[src/hw/umi_mem_defs.svh]
/* width and memory size macros for the UMI memory device */

`ifndef UMI_MEM_DEFS_SVH
`define UMI_MEM_DEFS_SVH

// address field width
`define UMI_AW 32

// data field width, one word per request
`define UMI_DW 64

// command word width
`define UMI_CW 32

// byte address bits of the memory array, 256 bytes
`define UMI_MEM_ABITS 8

`endif
[src/hw/umi_mem_pkg.sv]
/* opcode and atomic type enums, the packet struct
   and command word field helpers */

`include "umi_mem_defs.svh"

package umi_mem_pkg;

    typedef enum logic [4:0] {
        req_read   = 5'd1,
        resp_read  = 5'd2,
        req_write  = 5'd3,
        resp_write = 5'd4,
        req_posted = 5'd5,
        req_atomic = 5'd9
    } umi_opcode_e;

    typedef enum logic [7:0] {
        atype_add  = 8'd0,
        atype_and  = 8'd1,
        atype_or   = 8'd2,
        atype_xor  = 8'd3,
        atype_max  = 8'd4,
        atype_min  = 8'd5,
        atype_maxu = 8'd6,
        atype_minu = 8'd7,
        atype_swap = 8'd8
    } umi_atype_e;

    typedef struct packed {
        logic [`UMI_CW-1:0] cmd;
        logic [`UMI_AW-1:0] dstaddr;
        logic [`UMI_AW-1:0] srcaddr;
        logic [`UMI_DW-1:0] data;
    } umi_pkt_t;

    function automatic umi_opcode_e cmd_opcode(input logic [`UMI_CW-1:0] cmd);
        return umi_opcode_e'(cmd[4:0]);
    endfunction

    function automatic logic [2:0] cmd_size(input logic [`UMI_CW-1:0] cmd);
        return cmd[7:5];
    endfunction

    // also carries the atomic type for atomic requests
    function automatic logic [7:0] cmd_len(input logic [`UMI_CW-1:0] cmd);
        return cmd[15:8];
    endfunction

    function automatic logic [`UMI_CW-1:0] cmd_make(
        input umi_opcode_e  opcode,
        input logic [2:0]   size,
        input logic [7:0]   len,
        input logic [15:0]  hi
    );
        return {hi, len, size, opcode};
    endfunction

    // byte count of a request, atomics always move one element
    function automatic logic [15:0] nbytes(input logic [`UMI_CW-1:0] cmd);
        logic [15:0] count;
        count = (cmd_opcode(cmd) == req_atomic) ? 16'd1 : 16'(cmd_len(cmd)) + 16'd1;
        return count << cmd_size(cmd);
    endfunction

endpackage

[src/hw/umi_if.sv]
/* valid/ready packet interface with sender and receiver modports */

`timescale 1ns/1ps

interface umi_if;

    logic                  valid;
    logic                  ready;
    umi_mem_pkg::umi_pkt_t pkt;

    // transfer when valid and ready are high on a rising edge;
    // the sender holds valid and pkt until then
    modport sender (
        output valid,
        output pkt,
        input  ready
    );

    modport receiver (
        input  valid,
        input  pkt,
        output ready
    );

endinterface

[src/hw/umi_skid.sv]
/* two-entry skid buffer, registers one packet stream */

`timescale 1ns/1ps

module umi_skid (
    input  logic    clk,
    input  logic    rst,
    umi_if.receiver in,
    umi_if.sender   out
);

    logic                  main_valid;
    umi_mem_pkg::umi_pkt_t main_pkt;
    logic                  spill_valid;
    umi_mem_pkg::umi_pkt_t spill_pkt;
    logic                  main_free;

    // only a full spill entry stops the input
    assign in.ready  = !spill_valid;
    assign out.valid = main_valid;
    assign out.pkt   = main_pkt;

    // main register empties or drains this cycle
    assign main_free = !main_valid || out.ready;

    always_ff @(posedge clk) begin
        if (rst) begin
            main_valid  <= 1'b0;
            spill_valid <= 1'b0;
        end else if (main_free) begin
            if (spill_valid) begin
                main_valid  <= 1'b1;
                spill_valid <= 1'b0;
            end else begin
                main_valid <= in.valid;
            end
        end else if (in.valid && in.ready) begin
            // output stalled, park the new packet
            spill_valid <= 1'b1;
        end
    end

    always_ff @(posedge clk) begin
        if (main_free) begin
            main_pkt <= spill_valid ? spill_pkt : in.pkt;
        end else if (in.valid && in.ready) begin
            spill_pkt <= in.pkt;
        end
    end

endmodule

[src/flat_wrapper.sv]
// flat-port wrapper written by rule: the top's interface ports become plain ports
module umi_skid_flat 
  (clk, rst, in_valid, in_pkt, in_ready, out_valid, out_pkt, out_ready);
  umi_if in_i ();
  umi_if out_i ();
  input  logic clk;
  input  logic rst;
  input wire logic [$bits(in_i.valid)-1:0] in_valid;
  input wire logic [$bits(in_i.pkt)-1:0] in_pkt;
  output wire logic [$bits(in_i.ready)-1:0] in_ready;
  output wire logic [$bits(out_i.valid)-1:0] out_valid;
  output wire logic [$bits(out_i.pkt)-1:0] out_pkt;
  input wire logic [$bits(out_i.ready)-1:0] out_ready;
  assign in_i.valid = in_valid;
  assign in_i.pkt = in_pkt;
  assign in_ready = in_i.ready;
  assign out_valid = out_i.valid;
  assign out_pkt = out_i.pkt;
  assign out_i.ready = out_ready;
  umi_skid u_core (.clk(clk), .rst(rst), .in(in_i), .out(out_i));
endmodule
[config.mk]
export PLATFORM = sky130hd
export DESIGN_NAME = umi_skid_flat
export DESIGN_NICKNAME = d
export VERILOG_FILES = /design/src/hw/umi_mem_pkg.sv /design/src/hw/umi_if.sv /design/src/hw/umi_skid.sv /design/src/flat_wrapper.sv
export VERILOG_INCLUDE_DIRS = /design/src /design/src/hw
export SDC_FILE = /design/constraint.sdc
export NUM_CORES = 1
export LEC_CHECK = 0
export BUFFER_PORTS_ARGS = -buffer_cell sky130_fd_sc_hd__buf_2
export CAP_MARGIN = 20
export CELL_PAD_IN_SITES_DETAIL_PLACEMENT = 0
export CELL_PAD_IN_SITES_GLOBAL_PLACEMENT = 1
export CORE_UTILIZATION = 47
export CTS_BUF_LIST = sky130_fd_sc_hd__clkbuf_2 sky130_fd_sc_hd__clkbuf_4 sky130_fd_sc_hd__clkbuf_8
export CTS_CLUSTER_DIAMETER = 60
export DETAILED_ROUTE_END_ITERATION = 8
export PLACE_DENSITY_LB_ADDON = 0.1
export RECOVER_POWER = 100
export SYNTH_ARGS = -nofsm -noshare
export SYNTH_HDL_FRONTEND = slang
export SYNTH_SLANG_ARGS = --single-unit
[constraint.sdc]
create_clock -name clk -period 56.5 [get_ports clk]
set_input_delay 8.475 -clock clk [delete_from_list [all_inputs] [get_ports clk]]
set_output_delay 8.475 -clock clk [all_outputs]
set_load 0.01 [all_outputs]
After elaboration in Yosys (flattened, before gate mapping)

Cells that the tools add are included.

Equality and inequality tests: 0
Divide/modulo/power cells: 0
Shifts and indexed selects: 0
Add/sub/neg operators: 0
Bitwise logic cells: 1
Muxes and demuxes: 2
Reductions and logical operators: 6
Multiply operators: 0
Magnitude comparators: 0

Operators with widths:

| operator            | number |
|---|---|
| 2-to-1 mux 160 bit  | 1 |
| logical NOT 1 bit   | 2 |
| AND reduction 2 bit | 1 |
| OR reduction 2 bit  | 1 |
| logical AND 1 bit   | 1 |
| logical OR 1 bit    | 1 |
| 2-to-1 mux 1 bit    | 1 |
| inverter 1 bit      | 1 |

Memory bits (read-only): 0
RAM bits: 0
Register bits: 322
Word-level logic and storage cells: 19
Bits of input ports: 164
Memories kept: 0
Bits in latches: 0

Logic depth before layout (Yosys ltp)

Depth in word-level cells: 4
Mapped depth: 5
Depth with buffers taken out: 2

Worst setup path before layout

Ideal clock, no wire load.

Kind: input to register
Start point: in out_ready
End point: reg u_core.spill_pkt[0] in the netlist's numbering, enable pin
Setup slack: 30.931 ns
Data required time: 54.109 ns
Stages: 2
Data arrival time: 23.177 ns
Cell sequence: nand2b_1 nor3b_1

Cells in the longest elaborated chain, start to end: 3

RTL lines:

| element                       | RTL line           | text |
|---|---|---|
| from (decl)                   | flat_wrapper.sv:13 | `input wire logic [$bits(out_i.ready)-1:0] out_ready;` |
| logical OR 1 bit              | umi_skid.sv:24     | `assign main_free = !main_valid \|\| out.ready;` |
| inverter 1 bit (no line)      | -                  |  |
| AND reduction 2 bit (no line) | -                  |  |
| to (signal assigned)          | umi_skid.sv:47     | `spill_pkt <= in.pkt;` |
| to (decl)                     | umi_skid.sv:15     | `umi_mem_pkg::umi_pkt_t spill_pkt;` |

No other way between the ends.
A chain may end at the register's enable or synchronous reset.

Worst setup path in the final report

Start point: in out_ready
End point: reg u_core.main_pkt, in the netlist u_core.out.pkt[23], enable pin

Cells in the longest elaborated chain, start to end: 1

RTL lines:

| element              | RTL line       | text |
|---|---|---|
| logical OR 1 bit     | umi_skid.sv:24 |  |
| net u_core.main_free | umi_skid.sv:16 | `logic main_free;` |
| to (signal assigned) | umi_skid.sv:45 | `main_pkt <= spill_valid ? spill_pkt : in.pkt;` |
| to (decl)            | umi_skid.sv:13 | `umi_mem_pkg::umi_pkt_t main_pkt;` |

The timed path passes the listed nets, and every way through them passes these cells.

==> impl_metrics.tcl <==
set metrics [dict create \
    status "finished, violations left" \
    violations "capacitance limit, slew limit" \
    cp_num_buf_inv 3 \
    use_met1_pct 22.55 \
    drt_wl_total_um 24340 \
    fp.dieW_um 161.0 \
    synth_area_leaders "edfxtp_1 81%, mux2_2 8.8%, mux2_4 8.5%" \
    end_kind "flop" \
    netlist_area_sq_um 11880 \
    final_cell_mix "320 x edfxtp_1, 263 x clkbuf_1, 93 x mux2_2" \
    yosysUniqueCellTypes 12 \
    start_util_pct 48.42 \
    grt_pass1_vias 6414 \
    fmax_ghz 0.06614 \
    grt_util_met2_pct 29.31 \
    final_max_slew_viol_count 383 \
    cts_buffers 52 \
    dr.pass1.iters 5 \
    yosysTopAreaCellShare_pct 80.88 \
    avgSynthCellArea_sq_um 23.48 \
    cp_cell_sequence "buf_2 > nand2b_1 > clkbuf_1 > clkbuf_1" \
    synth_top_family_by_area "multiplexers" \
    syn2layout_area_growth_pct 20.20 \
    synthSimpleGateAreaFrac_pct 0.1896 \
    cts.sinks 322 \
    rsz0062_at_grt "false" \
    avgViaCountPerCell 4.936 \
    synth.area.mux_share_pct 17.28 \
    gp_congestion 0.7706 \
    pre_cts_slack_ps 45400 \
    arrival_ps 15200 \
    p_leak_nw 4.870 \
    grt_usage_pct 18.33 \
    worst_ir_drop_vdd_uv 22.40 \
    yosysWarnings 0 \
    cp_max_fo 61 \
    post_cts_resized 0 \
    syn_nets 670 \
    slew-limit-headroom_pct -151.3 \
    synth_xor_area_share_pct 0 \
    cp.required_ps 56580 \
    timing.final.ws_setup_ps 41380 \
    clk_pin_slew_ps 60 \
    synth_top_area_cell "edfxtp_1" \
    cts_hold_buf 0 \
    path_class "primary input to flop" \
    tightest_slew_ps 3769 \
    fillers 2063 \
    coreArea_sq_um 24530 \
    synthAdderAreaFrac_pct 0 \
    fp.dieH_um 161.0 \
    cts-root-buf "clkbuf_8" \
    drc 0 \
    io_pins 326 \
    final_layout_size_suffix_gt1_share_pct 26.78 \
    synth_cells 506 \
    cpMostUsedCell "clkbuf_1" \
    dp.final_hpwl_um 16030 \
    clk-insertion-delay-late_ps 550 \
    grt_use_met3_pct 7.781 \
    antenna_found_initial 2 \
    maxCapViolCount 7 \
    powerDensity_nw_per_um2 35.78 \
    max_stage_delay_ps 2460 \
    dr.first_iter.drc_count 393 \
    min_period_over_period_pct 26.76 \
    start_kind "primary input" \
    grt_pass1_wl_um 36000 \
    cp_top_family "buffers and inverters" \
    top_usage_layer "met2" \
    clockBufferDepth 3 \
    num_vias 6130 \
    fin_setup_tns_ps 0 \
    cts_setup_buffers 0 \
    skew_ps 15.81 \
    hp-class "flop to flop" \
    htreeDepth 2 \
    ys_seq_area_share_pct 81.22 \
    grt_max_degree 67 \
    io_buffers 325 \
    finalHoldViolations 0 \
    cts_tree "yes" \
    yosys_register_bits 322 \
    r2r_slack_ps 49140 \
    dieArea_sq_um 25920 \
    antenna_left 0 \
    grt-ovfl-total 0 \
    rows 57 \
    critical-path-slowest-cell "clkbuf_1" \
    min_period_ps 15120 \
    nets 1038 \
    wl_per_cell_um 19.60 \
    setup_violations 0 \
    layout_commonest_cell "edfxtp_1" \
    synth_compound_area_share_pct 0.04213 \
]
-- kinds of logic (layout without fill, tap and decap cells) --
logic type / Yosys count / after routing
simple gates: 4 / 4
mux: 160 / 160
buf+inv: 19 / 428
other cells: 0 / 3
compound gates: 1 / 1
flops: 322 / 322
-- routing by layer --
| layer | up-vias | routed length [um] | part of all wire [%] |
|---|---|---|---|
| met1 | 3033 | 9618 | 40 |
| met2 | 265 | 11680 | 48 |
| met3 | 38 | 2573 | 11 |
| met5 | - | 0 | 0 |
| met4 | 0 | 461 | 1.9 |
| li1 | 2794 | - | - |
-- report_power, final --
group / internal (mW) / switching (mW) / leakage (nW)
logic: 0.0115 / 0.0184 / 1.18
clock network: 0.113 / 0.0872 / 0.557
registers: 0.277 / 0.00356 / 3.13
-- worst paths after layout --
check | from | cells past startpoint | endpoint
min reg2reg | u_core.spill_pkt[90] | 1 | u_core.out.pkt[90]
max | out_ready | 4 | u_core.out.pkt[23]
max reg2reg | u_core.out.valid | 3 | u_core.out.pkt[23]
min | u_core.spill_pkt[90] | 1 | u_core.out.pkt[90]
-- worst register-to-register path, cell delays in order, from the launching register on --
cell and delay [ps]:
dfxtp_1 340, nand2b_1 1740, clkbuf_1 2280, clkbuf_1 2480
-- Yosys cell counts (all sizes together) --
cell,instances
mux2,160
nor3b,1
a21oi,1
nor2,1
inv,1
edfxtp,320
dfxtp,2
nand2b,1
buf,18
nor3,1
-- flip-flops by register name (all words and copies together) (netlist names) --
| signal | flops |
|---|---|
| u_core.out.pkt | 160 |
| u_core.spill_valid | 1 |
| u_core.spill_pkt | 160 |
| u_core.out.valid | 1 |
-- layout make-up --
cell class	count	area, sq um	share of cell area, %
multi-input cells	165	1829	12.81
inverters	1	3.754	0.02629
diodes	3	7.507	0.05257
flip-flops and latches	322	9649	67.57
well taps	324	405.4	2.839
repair buffers	332	1338	9.367
clock buffers	71	864.6	6.055
clock inverters	24	182.7	1.279
-- per-stage QoR --
step	instance area (sq um)	utilization (%)	power [mW]	instances	hold WS, ps
after floorplan	11880	-	0.3039	506	523.1
after global placement	13830	56.39	0.3200	1144	525.9
after detailed placement	13830	56.39	0.3212	1144	533.2
after CTS	14880	60.66	0.5222	1239	540.8
after global routing	14270	58.18	0.5299	1239	535.1
final	14280	58.21	0.5109	1242	529.3
Power figures use the tool's default switching activity.
